### src/rtl/cpu_pkg.sv
// CPU package with opcode, bus device, target and condition encodings and field widths
`default_nettype none

package cpu_pkg;

    localparam int instr_w  = 32;  // Instruction word from external ROM
    localparam int alu_op_w = 5;
    localparam int tdev_w   = 4;
    localparam int adev_w   = 3;
    localparam int bdev_w   = 3;
    localparam int cond_w   = 4;

    // ALU operation, compare only sets flags
    typedef enum logic [alu_op_w-1:0] {
        op_pass_a = 5'd0,
        op_pass_b, op_add, op_addc, op_sub, op_subb,
        op_and, op_or, op_xor, op_not_a, op_shl, op_shr, op_cmp
    } alu_op_e;

    // A bus sources, regs first so low bits are the regfile address
    typedef enum logic [adev_w-1:0] {
        adev_rega = 3'd0,
        adev_regb, adev_regc, adev_regd,
        adev_marlo, adev_marhi, adev_uart, adev_zero
    } adev_e;

    // B bus sources
    typedef enum logic [bdev_w-1:0] {
        bdev_rega = 3'd0,
        bdev_regb, bdev_regc, bdev_regd,
        bdev_marlo, bdev_marhi, bdev_ram, bdev_immed
    } bdev_e;

    // Targets; regs at 4..7 so tdev[1:0] is the write address
    typedef enum logic [tdev_w-1:0] {
        tdev_none    = 4'd0,
        tdev_marlo   = 4'd1,
        tdev_marhi   = 4'd2,
        tdev_ram     = 4'd3,
        tdev_rega    = 4'd4,
        tdev_regb    = 4'd5,
        tdev_regc    = 4'd6,
        tdev_regd    = 4'd7,
        tdev_uart    = 4'd8,
        tdev_pclo    = 4'd9,   // Local jump within page
        tdev_pchitmp = 4'd10,  // Stage high byte
        tdev_pc      = 4'd11   // Conditional long jump
    } tdev_e;

    // Long jump condition
    typedef enum logic [cond_w-1:0] {
        cond_always = 4'd0,
        cond_c, cond_z, cond_o, cond_n,
        cond_eq, cond_ne, cond_gt, cond_lt,
        cond_di, cond_do
    } cond_e;

    // Bit positions in the 8-bit flag word
    typedef enum logic [2:0] {
        flag_ne = 3'd0,
        flag_eq, flag_lt, flag_gt, flag_n, flag_o, flag_z, flag_c
    } flag_idx_e;

endpackage

`default_nettype wire

### src/rtl/instr_decoder.sv
// Instruction decoder splitting the word into ALU op, bus selects, target and operands
`timescale 1ns/1ps
`default_nettype none

module instr_decoder (
    input  logic [cpu_pkg::instr_w-1:0] instr,
    output cpu_pkg::alu_op_e            alu_op,
    output cpu_pkg::adev_e              adev,
    output cpu_pkg::bdev_e              bdev,
    output cpu_pkg::tdev_e              tdev,
    output cpu_pkg::cond_e              cond,
    output logic                        addr_direct,
    output logic [7:0]                  immed8
);

    // Word layout, top down
    //   [31:27] alu op   [26:23] target   [22:20] A src   [19:17] B src
    //   [16:13] cond     [12] direct      [11:8] spare    [7:0] immed / address
    assign alu_op = cpu_pkg::alu_op_e'(instr[31:27]);
    assign adev   = cpu_pkg::adev_e'(instr[22:20]);   // All 8 codes legal
    assign bdev   = cpu_pkg::bdev_e'(instr[19:17]);
    assign cond   = cpu_pkg::cond_e'(instr[16:13]);   // Spare codes never jump

    // Unused target codes fold to none so nothing gets written
    assign tdev = (instr[26:23] > cpu_pkg::tdev_pc) ? cpu_pkg::tdev_none
                                                    : cpu_pkg::tdev_e'(instr[26:23]);

    assign addr_direct = instr[12];    // Else MARLO addressing
    assign immed8      = instr[7:0];   // Shared by immediate and direct address

endmodule

`default_nettype wire

### src/rtl/program_counter.sv
// Program counter with increment, page-local jump and conditional long jump through a high temp
`timescale 1ns/1ps
`default_nettype none

module program_counter (
    input  logic           clk,
    input  logic           reset,
    input  cpu_pkg::tdev_e tdev,
    input  cpu_pkg::cond_e cond,
    input  logic [7:0]     flags,           // Registered ALU flags
    input  logic           data_in_avail,
    input  logic           data_out_ready,
    input  logic [7:0]     result,          // ALU result bus
    output logic [15:0]    pc
);

    logic [7:0] pchi_tmp;   // High byte staged for next long jump
    logic       cond_true;

    // Only place the jump condition is evaluated
    always_comb begin
        case (cond)
            cpu_pkg::cond_always: cond_true = 1'b1;
            cpu_pkg::cond_c:      cond_true = flags[cpu_pkg::flag_c];
            cpu_pkg::cond_z:      cond_true = flags[cpu_pkg::flag_z];
            cpu_pkg::cond_o:      cond_true = flags[cpu_pkg::flag_o];
            cpu_pkg::cond_n:      cond_true = flags[cpu_pkg::flag_n];
            cpu_pkg::cond_eq:     cond_true = flags[cpu_pkg::flag_eq];
            cpu_pkg::cond_ne:     cond_true = flags[cpu_pkg::flag_ne];
            cpu_pkg::cond_gt:     cond_true = flags[cpu_pkg::flag_gt];
            cpu_pkg::cond_lt:     cond_true = flags[cpu_pkg::flag_lt];
            cpu_pkg::cond_di:     cond_true = data_in_avail;    // UART byte waiting
            cpu_pkg::cond_do:     cond_true = data_out_ready;   // Transmit credit held
            default:              cond_true = 1'b0;
        endcase
    end

    always_ff @(posedge clk) begin
        if (reset) begin
            pc       <= '0;
            pchi_tmp <= '0;
        end else begin
            case (tdev)
                cpu_pkg::tdev_pchitmp: begin
                    pchi_tmp <= result;
                    pc       <= pc + 16'd1;
                end
                cpu_pkg::tdev_pclo: pc <= {pc[15:8], result};   // Page stays the same
                cpu_pkg::tdev_pc:   pc <= cond_true ? {pchi_tmp, result} : pc + 16'd1;
                default:            pc <= pc + 16'd1;
            endcase
        end
    end

endmodule

`default_nettype wire

### src/rtl/register_file.sv
// Register file of four 8-bit registers, two combinational read ports and one write port
`timescale 1ns/1ps
`default_nettype none

module register_file (
    input  logic       clk,
    input  logic       reset,
    input  logic       wr_en,
    input  logic [1:0] wr_addr,
    input  logic [7:0] wr_data,
    input  logic [1:0] rd_a_addr,   // A bus port
    input  logic [1:0] rd_b_addr,   // B bus port
    output logic [7:0] rd_a_data,
    output logic [7:0] rd_b_data
);

    logic [7:0] regs [4];   // A, B, C, D

    always_ff @(posedge clk) begin
        if (reset) begin
            for (int i = 0; i < 4; i++) begin
                regs[i] <= '0;
            end
        end else if (wr_en) begin
            regs[wr_addr] <= wr_data;   // Same-cycle read still sees old value
        end
    end

    assign rd_a_data = regs[rd_a_addr];
    assign rd_b_data = regs[rd_b_addr];

endmodule

`default_nettype wire

### src/rtl/alu.sv
// Eight-bit ALU producing the result bus and the eight condition flags
`timescale 1ns/1ps
`default_nettype none

module alu (
    input  logic [7:0]       a,
    input  logic [7:0]       b,
    input  cpu_pkg::alu_op_e alu_op,
    input  logic             carry_in,    // Registered carry, no-borrow on subtract
    output logic [7:0]       result,
    output logic [7:0]       flags_out
);

    logic       is_sub;
    logic       cin;
    logic [7:0] b_eff;       // B inverted for subtract family
    logic [8:0] sum;
    logic       carry;
    logic       overflow;

    assign is_sub = alu_op inside {cpu_pkg::op_sub, cpu_pkg::op_subb, cpu_pkg::op_cmp};
    assign b_eff  = is_sub ? ~b : b;
    // Chained ops take the stored carry, plain subtract adds the two's complement one
    assign cin = (alu_op inside {cpu_pkg::op_addc, cpu_pkg::op_subb}) ? carry_in : is_sub;
    assign sum = {1'b0, a} + {1'b0, b_eff} + {8'd0, cin};

    always_comb begin
        carry    = 1'b0;
        overflow = 1'b0;
        case (alu_op)
            cpu_pkg::op_pass_a: result = a;
            cpu_pkg::op_pass_b: result = b;
            cpu_pkg::op_add, cpu_pkg::op_addc, cpu_pkg::op_sub,
            cpu_pkg::op_subb, cpu_pkg::op_cmp: begin
                result   = sum[7:0];
                carry    = sum[8];
                // Signed overflow, operands agree in sign but result differs
                overflow = (a[7] == b_eff[7]) && (sum[7] != a[7]);
            end
            cpu_pkg::op_and:    result = a & b;
            cpu_pkg::op_or:     result = a | b;
            cpu_pkg::op_xor:    result = a ^ b;
            cpu_pkg::op_not_a:  result = ~a;
            cpu_pkg::op_shl: begin
                result = {a[6:0], 1'b0};
                carry  = a[7];          // Bit shifted out
            end
            cpu_pkg::op_shr: begin
                result = {1'b0, a[7:1]};
                carry  = a[0];
            end
            default:            result = a;
        endcase
    end

    // Magnitude flags compare raw operands unsigned for every op
    always_comb begin
        flags_out[cpu_pkg::flag_c]  = carry;
        flags_out[cpu_pkg::flag_z]  = (result == 8'd0);
        flags_out[cpu_pkg::flag_o]  = overflow;
        flags_out[cpu_pkg::flag_n]  = result[7];
        flags_out[cpu_pkg::flag_gt] = (a > b);
        flags_out[cpu_pkg::flag_lt] = (a < b);
        flags_out[cpu_pkg::flag_eq] = (a == b);
        flags_out[cpu_pkg::flag_ne] = (a != b);
    end

endmodule

`default_nettype wire

### src/rtl/data_memory.sv
// Data memory with the MAR pair, direct or MAR addressing, and the data RAM
`timescale 1ns/1ps
`default_nettype none

module data_memory #(
    parameter int RAM_DEPTH = 256     // Power of two, at most 256
) (
    input  logic           clk,
    input  logic           reset,
    input  cpu_pkg::tdev_e tdev,
    input  logic           addr_direct,
    input  logic [7:0]     direct_addr,   // Address field of the instruction
    input  logic [7:0]     wr_data,       // ALU result
    output logic [7:0]     marlo,
    output logic [7:0]     marhi,
    output logic [7:0]     ram_rdata
);

    localparam int addr_w = $clog2(RAM_DEPTH);

    logic [7:0]        ram [RAM_DEPTH];
    logic [7:0]        addr_full;
    logic [addr_w-1:0] ram_addr;

    // MARHI is a plain arithmetic register here, 256 bytes need only MARLO
    assign addr_full = addr_direct ? direct_addr : marlo;
    assign ram_addr  = addr_full[addr_w-1:0];   // Wraps on a smaller RAM
    assign ram_rdata = ram[ram_addr];

    always_ff @(posedge clk) begin
        if (reset) begin
            marlo <= '0;
            marhi <= '0;
        end else begin
            if (tdev == cpu_pkg::tdev_marlo) marlo <= wr_data;
            if (tdev == cpu_pkg::tdev_marhi) marhi <= wr_data;
        end
    end

    always_ff @(posedge clk) begin
        if (tdev == cpu_pkg::tdev_ram) begin
            ram[ram_addr] <= wr_data;
        end
    end

endmodule

`default_nettype wire

### src/rtl/uart_port.sv
// UART byte port with transmit credit counter, two-entry receive FIFO and receive credit return
`timescale 1ns/1ps
`default_nettype none

module uart_port #(
    parameter int TX_CREDITS = 2
) (
    input  logic       clk,
    input  logic       reset,
    input  logic       tx_wr,           // Target is UART transmit
    input  logic [7:0] wr_data,
    input  logic       rx_rd,           // A bus selects UART receive
    input  logic       tx_credit,       // One credit back from the receiver
    input  logic       rx_valid,
    input  logic [7:0] rx_data,
    output logic       tx_valid,
    output logic [7:0] tx_data,
    output logic       rx_credit,       // One credit back to the sender
    output logic [7:0] rx_byte,
    output logic       data_in_avail,
    output logic       data_out_ready
);

    localparam int cnt_w = $clog2(TX_CREDITS + 1);

    logic [cnt_w-1:0] tx_cnt;      // Transmit credits held
    logic             tx_fire;
    logic [7:0]       rx_mem [2];
    logic             rx_wr_ptr;
    logic             rx_rd_ptr;
    logic [1:0]       rx_cnt;      // 0..2 entries
    logic             rx_push;
    logic             rx_pop;

    assign data_out_ready = (tx_cnt != '0);
    assign tx_fire        = tx_wr && data_out_ready;   // No credit, byte dropped

    always_ff @(posedge clk) begin
        if (reset) begin
            tx_cnt   <= cnt_w'(TX_CREDITS);
            tx_valid <= 1'b0;
        end else begin
            tx_valid <= tx_fire;
            case ({tx_fire, tx_credit})
                2'b10:   tx_cnt <= tx_cnt - 1'b1;
                2'b01:   tx_cnt <= tx_cnt + 1'b1;
                default: tx_cnt <= tx_cnt;   // Spend and refill cancel
            endcase
        end
    end

    always_ff @(posedge clk) begin
        if (tx_fire) tx_data <= wr_data;
    end

    // Receive side, sender only pushes while holding a credit
    assign data_in_avail = (rx_cnt != 2'd0);
    assign rx_push       = rx_valid && (rx_cnt != 2'd2);
    assign rx_pop        = rx_rd && data_in_avail;
    assign rx_byte       = rx_mem[rx_rd_ptr];    // FIFO head

    always_ff @(posedge clk) begin
        if (reset) begin
            rx_wr_ptr <= 1'b0;
            rx_rd_ptr <= 1'b0;
            rx_cnt    <= 2'd0;
            rx_credit <= 1'b0;
        end else begin
            rx_credit <= rx_pop;           // Pulse the cycle after the pop
            if (rx_push) rx_wr_ptr <= ~rx_wr_ptr;
            if (rx_pop)  rx_rd_ptr <= ~rx_rd_ptr;
            case ({rx_push, rx_pop})
                2'b10:   rx_cnt <= rx_cnt + 2'd1;
                2'b01:   rx_cnt <= rx_cnt - 2'd1;
                default: rx_cnt <= rx_cnt;
            endcase
        end
    end

    always_ff @(posedge clk) begin
        if (rx_push) rx_mem[rx_wr_ptr] <= rx_data;
    end

endmodule

`default_nettype wire

### src/rtl/cpu_core.sv
// CPU core top level forming the A and B buses, the write strobes and the flag register
`timescale 1ns/1ps
`default_nettype none

module cpu_core #(
    parameter int TX_CREDITS = 2,
    parameter int RAM_DEPTH  = 256
) (
    input  logic                        clk,
    input  logic                        reset,
    input  logic [cpu_pkg::instr_w-1:0] instr,       // Same-cycle ROM data for pc
    input  logic                        tx_credit,
    input  logic                        rx_valid,
    input  logic [7:0]                  rx_data,
    output logic [15:0]                 pc,
    output logic                        tx_valid,
    output logic [7:0]                  tx_data,
    output logic                        rx_credit
);

    cpu_pkg::alu_op_e alu_op;
    cpu_pkg::adev_e   adev;
    cpu_pkg::bdev_e   bdev;
    cpu_pkg::tdev_e   tdev;
    cpu_pkg::cond_e   cond;
    logic             addr_direct;
    logic [7:0]       immed8;
    logic [7:0]       abus;
    logic [7:0]       bbus;
    logic [7:0]       result;       // ALU result bus, feeds every target
    logic [7:0]       alu_flags;
    logic [7:0]       flags;        // Flag register
    logic [7:0]       rf_a_data;
    logic [7:0]       rf_b_data;
    logic [7:0]       marlo;
    logic [7:0]       marhi;
    logic [7:0]       ram_rdata;
    logic [7:0]       rx_byte;
    logic             rf_wr_en;
    logic             pc_target;
    logic             data_in_avail;
    logic             data_out_ready;

    instr_decoder u_decoder (.instr, .alu_op, .adev, .bdev, .tdev, .cond, .addr_direct, .immed8);

    // A bus source mux
    always_comb begin
        case (adev)
            cpu_pkg::adev_marlo: abus = marlo;
            cpu_pkg::adev_marhi: abus = marhi;
            cpu_pkg::adev_uart:  abus = rx_byte;
            cpu_pkg::adev_zero:  abus = 8'd0;
            default:             abus = rf_a_data;   // Regs A..D
        endcase
    end

    // B bus source mux
    always_comb begin
        case (bdev)
            cpu_pkg::bdev_marlo: bbus = marlo;
            cpu_pkg::bdev_marhi: bbus = marhi;
            cpu_pkg::bdev_ram:   bbus = ram_rdata;
            cpu_pkg::bdev_immed: bbus = immed8;
            default:             bbus = rf_b_data;
        endcase
    end

    assign rf_wr_en  = tdev inside {[cpu_pkg::tdev_rega:cpu_pkg::tdev_regd]};
    assign pc_target = tdev inside {cpu_pkg::tdev_pclo, cpu_pkg::tdev_pchitmp, cpu_pkg::tdev_pc};

    register_file u_regs (
        .clk, .reset,
        .wr_en(rf_wr_en), .wr_addr(tdev[1:0]), .wr_data(result),
        .rd_a_addr(adev[1:0]), .rd_b_addr(bdev[1:0]),
        .rd_a_data(rf_a_data), .rd_b_data(rf_b_data)
    );

    alu u_alu (
        .a(abus), .b(bbus), .alu_op,
        .carry_in(flags[cpu_pkg::flag_c]),   // Carry chain through the flag register
        .result, .flags_out(alu_flags)
    );

    // Jumps keep the old flags so a compare can feed a two-step jump
    always_ff @(posedge clk) begin
        if (reset) flags <= '0;
        else if (!pc_target) flags <= alu_flags;
    end

    program_counter u_pc (
        .clk, .reset, .tdev, .cond, .flags,
        .data_in_avail, .data_out_ready, .result, .pc
    );

    data_memory #(.RAM_DEPTH(RAM_DEPTH)) u_mem (
        .clk, .reset, .tdev, .addr_direct,
        .direct_addr(immed8), .wr_data(result),
        .marlo, .marhi, .ram_rdata
    );

    uart_port #(.TX_CREDITS(TX_CREDITS)) u_uart (
        .clk, .reset,
        .tx_wr(tdev == cpu_pkg::tdev_uart), .wr_data(result),
        .rx_rd(adev == cpu_pkg::adev_uart),  // Reading the A bus pops the FIFO
        .tx_credit, .rx_valid, .rx_data,
        .tx_valid, .tx_data, .rx_credit, .rx_byte,
        .data_in_avail, .data_out_ready
    );

endmodule

`default_nettype wire

### config.mk
export PLATFORM = sky130hd
export DESIGN_NAME = cpu_core
export DESIGN_NICKNAME = d
export VERILOG_FILES = /design/src/rtl/cpu_pkg.sv /design/src/rtl/instr_decoder.sv /design/src/rtl/program_counter.sv /design/src/rtl/register_file.sv /design/src/rtl/alu.sv /design/src/rtl/data_memory.sv /design/src/rtl/uart_port.sv /design/src/rtl/cpu_core.sv
export SDC_FILE = /design/constraint.sdc
export NUM_CORES = 2
export LEC_CHECK = 0
export ABC_AREA = 1
export BUFFER_PORTS_ARGS = -buffer_cell sky130_fd_sc_hd__buf_2
export CAP_MARGIN = 30
export CELL_PAD_IN_SITES_DETAIL_PLACEMENT = 1
export CELL_PAD_IN_SITES_GLOBAL_PLACEMENT = 1
export CORE_UTILIZATION = 40
export DETAILED_ROUTE_END_ITERATION = 8
export PLACE_DENSITY_LB_ADDON = 0.1
export SLEW_MARGIN = 10
export SYNTH_ARGS = -nofsm -noshare
export SYNTH_HDL_FRONTEND = slang
export SYNTH_SLANG_ARGS = --single-unit
### constraint.sdc
create_clock -name clk -period 10.8 [get_ports clk]
set_input_delay 1.62 -clock clk [delete_from_list [all_inputs] [get_ports clk]]
set_output_delay 1.62 -clock clk [all_outputs]
set_load 0.1 [all_outputs]
== Yosys cells after proc, flatten, opt, wreduce, memory -nomap -nowiden ==
Memories as Yosys holds them, arrays and structs flattened. A register that Yosys moved wholly into a read port is not among the register bits.
Index checks and enable logic that the tools add are counted.

* Bitwise gates (word level): 7
* $lt $le $gt $ge: 5
* Add/sub/neg operators: 7
* Muxes and demuxes: 28
* Equal/unequal tests: 46
* Reductions and logical operators: 16

{| class="wikitable"
|+ Operator list
! kind !! count
|-
| 8-bit one-hot mux with 4 select lines || 2
|-
| 8-bit one-hot mux with 8 select lines || 1
|-
| 16-bit one-hot mux with 2 select lines || 1
|-
| 4-bit equality test (second input constant) || 7
|-
| 5-bit by 4-bit equality test with 1-bit output (second input constant) || 5
|-
| 3-bit equality test (second input constant) || 8
|-
| 8-bit 2-to-1 mux || 3
|-
| 5-bit by 3-bit equality test with 1-bit output (second input constant) || 4
|-
| 16-bit by 1-bit adder with 16-bit output (second input constant) || 1
|-
| 4-bit by 2-bit equality test with 1-bit output (second input constant) || 4
|-
| 4-bit by 3-bit equality test with 1-bit output (second input constant) || 4
|-
| 16-bit 2-to-1 mux || 1
|-
| 8-bit NOT || 2
|-
| 1-bit 2-to-1 mux || 14
|-
| 1-bit one-hot mux with 11 select lines || 1
|-
| 5-bit by 2-bit equality test with 1-bit output (second input constant) || 2
|-
| 2-bit nonzero test || 5
|-
| 8-bit by 8-bit adder with 9-bit output || 1
|-
| 9-bit by 1-bit adder with 9-bit output || 1
|-
| 8-bit bitwise AND || 1
|-
| 4-bit by 1-bit equality test with 1-bit output (second input constant) || 2
|-
| 8-bit equality test || 1
|-
| 8-bit greater-than comparator || 1
|-
| 8-bit zero test || 1
|-
| 25 further kinds || 36
|}

* Memory bits (writable): 2096
* Memories kept: 3
* Input bits: 44
* Word-level logic and storage cells: 125
* Output and inout port bits: 26
* Flip-flop bits (word level): 64

{| class="wikitable"
|+ Memories
! memory !! words !! bits a word !! read ports !! clocked after Yosys merged registers in !! wr ports !! RTL line !! text
|-
| u_mem.ram || 256 || 8 || 1 || 0 || 1 || data_memory.sv:21 || <nowiki>logic [7:0] ram [RAM_DEPTH];</nowiki>
|-
| u_regs.regs || 4 || 8 || 2 || 0 || 4 || register_file.sv:17 || <nowiki>logic [7:0] regs [4];</nowiki>
|-
| u_uart.rx_mem || 2 || 8 || 1 || 1 || 1 || uart_port.sv:28 || <nowiki>logic [7:0] rx_mem [2];</nowiki>
|}

== Longest topological paths before layout ==
An unclocked memory read counts as a cell.

* Word-level depth: 10
* Mapped depth: 40

== Modules after synthesis ==
A second synthesis with hierarchy kept.

* Cell total of the unflattened synthesis: 9447
* Area, all modules: 94315.5 µm²

{| class="wikitable"
|+ Modules (own cells, without submodules)
! module !! area an instance (µm²) !! cells an instance !! instances
|-
| data_memory || 86505.5 || 8325 || 1
|-
| register_file || 1885.6 || 243 || 1
|-
| program_counter || 1719.1 || 271 || 1
|-
| alu || 1714.1 || 306 || 1
|-
| uart_port || 1244.9 || 93 || 1
|-
| cpu_core || 1033.5 || 177 || 1
|-
| instr_decoder || 212.7 || 32 || 1
|}

== Least setup slack after synthesis ==
OpenSTA, ideal clock, no wires.

* Path kind: input to register
* Start point: input instr[12] in the netlist's numbering
* End point: memory u_mem.ram[0][0] (data pin)
* Arrival time: 8.151 ns
* Cell stages on the path: 25
* Required time: 9.776 ns
* Path buffers: 3
* Setup slack: 1.625 ns
* Cell sequence: buf_2 -> nand2_1 -> nand2_2 -> nand2_2 -> buf_4 -> clkbuf_1 -> nor2_1 -> nor2_1 -> nand2_1 -> nand2_1 -> nand2_1 -> o21ai_0 -> nand2_1 -> nor2_1 -> nor2_1 -> nor2_1 -> nand2_1 -> nand2_1 -> nand2_1 -> xor2_1 -> fa_1 -> a21oi_1 -> o211ai_1 -> a21oi_1 -> a21oi_2

* Word-level cells in the longest chain between the ends: 8
* Elaborated cells between the ends (all ways): 11
* Classes of those cells: add/sub: 2; mux: 4; bitwise: 4; memory: 1

{| class="wikitable"
|+ Ends and longest elaborated chain
! element !! RTL line !! text
|-
| start, declared || cpu_core.sv:11 || <nowiki>input logic [cpu_pkg::instr_w-1:0] instr,</nowiki>
|-
| 8-bit 2-to-1 mux * || data_memory.sv:26 || <nowiki>assign addr_full = addr_direct ? direct_addr : marlo;</nowiki>
|-
| memory read 256 x 8 bit * || -- ||
|-
| 8-bit one-hot mux with 4 select lines * || cpu_core.sv:59 || <nowiki>case (bdev)</nowiki>
|-
| 8-bit NOT || alu.sv:22 || <nowiki>assign b_eff = is_sub ? ~b : b;</nowiki>
|-
| 8-bit 2-to-1 mux || alu.sv:22 ||
|-
| 8-bit by 8-bit adder with 9-bit output || alu.sv:25 || <nowiki>assign sum = {1'b0, a} + {1'b0, b_eff} + {8'd0, cin};</nowiki>
|-
| 9-bit by 1-bit adder with 9-bit output || alu.sv:25 ||
|-
| 8-bit one-hot mux with 8 select lines * || alu.sv:30 || <nowiki>case (alu_op)</nowiki>
|-
| named net result[0] || cpu_core.sv:30 || <nowiki>logic [7:0] result;</nowiki>
|-
| end, declared || data_memory.sv:21 ||
|}

The timed path passes the listed nets; every way through them passes the cells marked *.

== Final worst setup path ==
* Start point: input instr[12] in the netlist's numbering
* End point: memory u_mem.ram[53][6] (data pin)

Same word-level chain as after synthesis.

==> results.md <==
Clock network:
- The master cell of the clock root buffer is clkbuf_16.
- The number of H-tree levels is 4.
- The clock edge transition at the registers on the reported setup and hold paths is 0.06 ns.
- TritonCTS built the clock tree.
- The number of resized instances in the post-cts repair step is 0.
- The post-CTS setup buffer count is 0.
- The count of clock tree sinks is 2161.
- The source-to-sink clock delay at the later pin of the worst-skew pair is 0.92 ns.
- For this design, the CTS-stage hold fixing added 0 buffers.
- The number of buffers on the longest clock path is 3.
- The number of buffers created by CTS is 237.

Setup path:
- The endpoint type of the worst setup path is a flip-flop.
- The delay of the slowest cell on the worst path is 0.57 ns.
- The data arrival time of the critical path is 9.40 ns.
- The most critical setup path has its startpoint at instr[12].
- The cell at the slowest stage of the critical path is buf_4.
- The startpoint of the worst register-to-register path is u_mem.marlo[0]$_SDFFE_PP0N_.
- The largest fanout on the critical path is 57.
- The kind of launch point of the worst setup path is a primary input.
- Data on the critical path is required at its endpoint by 11.40 ns.
- The path type of the worst setup path is primary input to flip-flop.
- Among the stages of the critical path, the cell type that occurs most often is nand2_1.

Die:
- The initial utilization of the core area, before any placement, comes to 40.2%.
- The I/O pin total is 70.
- The initialized floorplan defines 179 standard-cell rows.
- The floorplan step defined a die boundary enclosing 0.241 mm².
- The floorplan step set the die width to 491 µm.
- The floorplan step defined a core boundary enclosing 0.238 mm².
- The overall die height is 491 µm.

Pwr:
- The completed layout was analyzed and its total power is 19.3 mW.
- The combinational fraction of design power is 10.5%.
- Dividing total power by cell area gives a power density of 180 mW/mm².
- Sequential cells burn 49.4% of the power.
- The design internal power is 14.3 mW.
- The switching power share of the total is 26.3%.
- The clock network burns 40.1% of the power.
- The analysis attributes to net switching a power of 5.08 mW.
- The maximum resistive drop on vdd is 0.000161 V.
- The leakage power is 45.2 nW.

Final layout:
- The finished layout holds 13254 standard cells, fillers aside.
- The filler cells instantiated in the layout total 26358.
- At the end of the flow the core is filled with cells to 45.3%.
- The sequential standard cell area is 0.0643 mm².
- The library cells used most frequently in the layout, excluding fill and tap cells, are nand2_1 (3744), edfxtp_1 (2104), inv_1 (1309).
- The net count of the finished layout is 9969.
- The area taken by multi-input logic gates is 0.0245 mm².
- Leaving out fill and tap cells, the most frequent cell in the layout is nand2_1.
- The ratio of cells with drive above 1 in the final layout is 6.63%.
- The finished cells cover 0.108 mm².
- From synthesis to final layout, the design area changed by 12.7%.

Timing:
- The worst pin sits at a relative slew slack of 26.4%.
- The worst-case clock skew is 0.0546 ns.
- The setup TNS is 0 ns.
- Once routing completed, OpenROAD measured the worst setup slack at 1.99 ns.
- The final number of setup-violating endpoints is 0.
- For this run, the top clock speed supported by timing is 0.114 GHz.
- The transition time of the tightest slew-check pin is 1.07 ns.
- The shortest period the worst path allows is 8.81 ns.
- The final hold violation count came to 0.
- Hold is met by 0.471 ns.
- Setup repair after global routing left no endpoint under its margin.
- The share of the cycle needed by the critical path after routing is 81.5%.
- The total count of max-transition violations in the final report is 0.

Yosys:
- The sequential-to-total area share from yosys stat is 67.3%.
- The number of instances in the synthesized netlist is 9829.
- The number of distinct library cells after synthesis is 46.
- After synthesis the netlist holds a flip-flop and latch count of 2161.
- The synthesized netlist devotes 4.22% of its cell area to compound gates.
- Summing the areas of all fa, ha and maj instances in the mapped netlist gives 0.527% of the synthesized area.
- In the synthesized netlist the async set-or-reset flop fraction comes to 0%.
- Among all flip-flop cells after synthesis, the most frequent one is edfxtp_1.
- The average size of a mapped cell is 9.72 µm².
- The area of the mapped netlist is 0.0955 mm².
- After synthesis, the largest family of logic cells by area is simple AND/OR/NAND/NOR gates.
- The simple-gate portion of the synthesized area is 20.4%.
- The synthesized design contains 2104 enable-type register cells.
- The count of warnings emitted by yosys is 0.
- The portion of synthesized area spent on multiplexers is 0.0694%.
- The number of nets produced by synthesis is 9912.
- Summing the areas of all xor and xnor instances in the mapped netlist gives 0.183% of the synthesized area.

GRT:
- For this run, the total global-route usage over all layers was measured as 25.5%.
- Global routing finished with a remaining overflow of 0.
- The via count of the first global-routing pass is 68665.
- The number of antenna violations at the first check in global routing was 11.
- The maximum number of pins on one net before global-route repair is 130.
- The first global-routing pass estimated 455000 µm of wire.

Drt:
- After detailed routing, the number of remaining DRC violations is 0.
- The violation count after the first detailed-route iteration is 5318.
- Dividing the detail-routed via count by the number of cells gives 5.10.
- The routed layout has 67639 vias.
- The average wire length per cell after detail routing is 23.3 µm.
- The number of nets with antenna violations after routing is 0.
- The total routed wirelength is 309000 µm.
- The total iterations of the first detailed-routing run is 8.

Place:
- After legalization and detailed placement, the total HPWL measured 186000 µm.
- The congestion estimate from routability-driven global placement came to 0.841.
- Port buffering added 65 buffers.
- The placed instance count is 12801.
- Summing all placed instances gives a cell area of 0.100 mm².
- The placement-stage worst setup slack is 1.18 ns.

Run status:
- The flow ran to the end, and the final reports show no timing, DRC or antenna violations.

Flow run:
- The number of max-cap violations is 0.

Hold path:
- The startpoint of the lowest-slack hold path is u_uart.rx_rd_ptr$_SDFFE_PP0P_.
- The classification of the worst-slack hold path is flip-flop to flip-flop.
[flip-flops by register name, indices dropped and copies added, names as in the netlist, named ones only]
name              count
u_mem.ram          2048
flags                 8
u_uart.rx_credit      1
u_uart.rx_cnt         2
u_uart.tx_data        8
u_pc.pchi_tmp         8
u_pc.pc              16
u_mem.marlo           8
u_regs.regs          32
u_uart.rx_rd_ptr      1
u_mem.marhi           8
u_uart.rx_wr_ptr      1
u_uart.tx_valid       1
u_uart.tx_cnt         2
u_uart.rx_mem        16
[synthesized netlist by cell type, drive strengths merged, types with 6 or more instances]
master / instances / area (µm²)
o21ai: 622 / 3120
nor3: 14 / 75.1
a221oi: 12 / 105
inv: 1328 / 4980
nand2: 3762 / 14100
dfxtp: 57 / 1140
nand3: 135 / 676
clkbuf: 192 / 721
nand3b: 42 / 315
or2: 28 / 175
o2111ai: 6 / 52.6
ha: 37 / 463
o22ai: 26 / 163
clkinv: 9 / 33.8
nor2: 1076 / 4050
o221ai: 11 / 96.3
xor2: 18 / 158
edfxtp: 2104 / 63200
a21oi: 75 / 379
buf: 243 / 1190
[area by class of cell]
type | count | share of cell area, %
inverter | 1337 | 4.72
antenna | 4 | 0.00930
clock inverter | 150 | 1.11
clock buffer | 286 | 5.72
tap | 3167 | 3.68
sequential | 2161 | 59.8
multi-input combinational | 5896 | 22.8
timing repair buffer | 253 | 2.24
[metal layers]
| metal | wire, µm | GRT usage [%] | vias to the layer above |
|---|---|---|---|
| met5 | 21 | 0 | - |
| met4 | 8150 | 7.01 | 4 |
| met3 | 13600 | 2.74 | 435 |
| met2 | 147000 | 42.4 | 1473 |
| met1 | 140000 | 35.4 | 34308 |
| li1 | - | - | 31419 |
[path summary, 6_finish.rpt]
kind | end | slack [ns] | cells after the start
worst max-delay path | u_mem.ram[53][6]$_DFFE_PP_ | 1.99 | 38
worst min-delay path | flip-flop | 0.47 | 1
worst max register to register | u_mem.ram[53][6]$_DFFE_PP_ | 2.77 | 36
worst min register to register | flip-flop | 0.47 | 1
[critical path: cells and delay by family]
kind / cells / cell delay, ns
simple gates: 24 / 4.08
buf+inv: 8 / 1.91
fa+ha+maj: 2 / 0.64
xor+xnor: 1 / 0.19
compound gates: 3 / 0.70
[power by group through the flow]
stage          combinational [mW]  clock, mW  sequential [mW]
2_1_floorplan                1.02          0             9.81
3_3_place_gp                 2.00          0             9.73
3_5_place_dp                 2.05          0             9.73
4_1_cts                      2.06       7.89             9.55
5_1_grt                      2.21       8.18             9.55
6_report                     2.04       7.74             9.55
[cells by family (layout without fill, tap and decap cells)]
family,count (synthesis),in the layout
adder cells (fa/ha/maj),39,39
buffers and inverters,1772,2026
flip-flops,2161,2161
other,0,4
XOR/XNOR,20,20
AO/OA/AOI/OAI,768,768
multiplexers,6,6
AND/OR/NAND/NOR,5063,5063
Note: power is estimated with default switching activity, not from simulation.
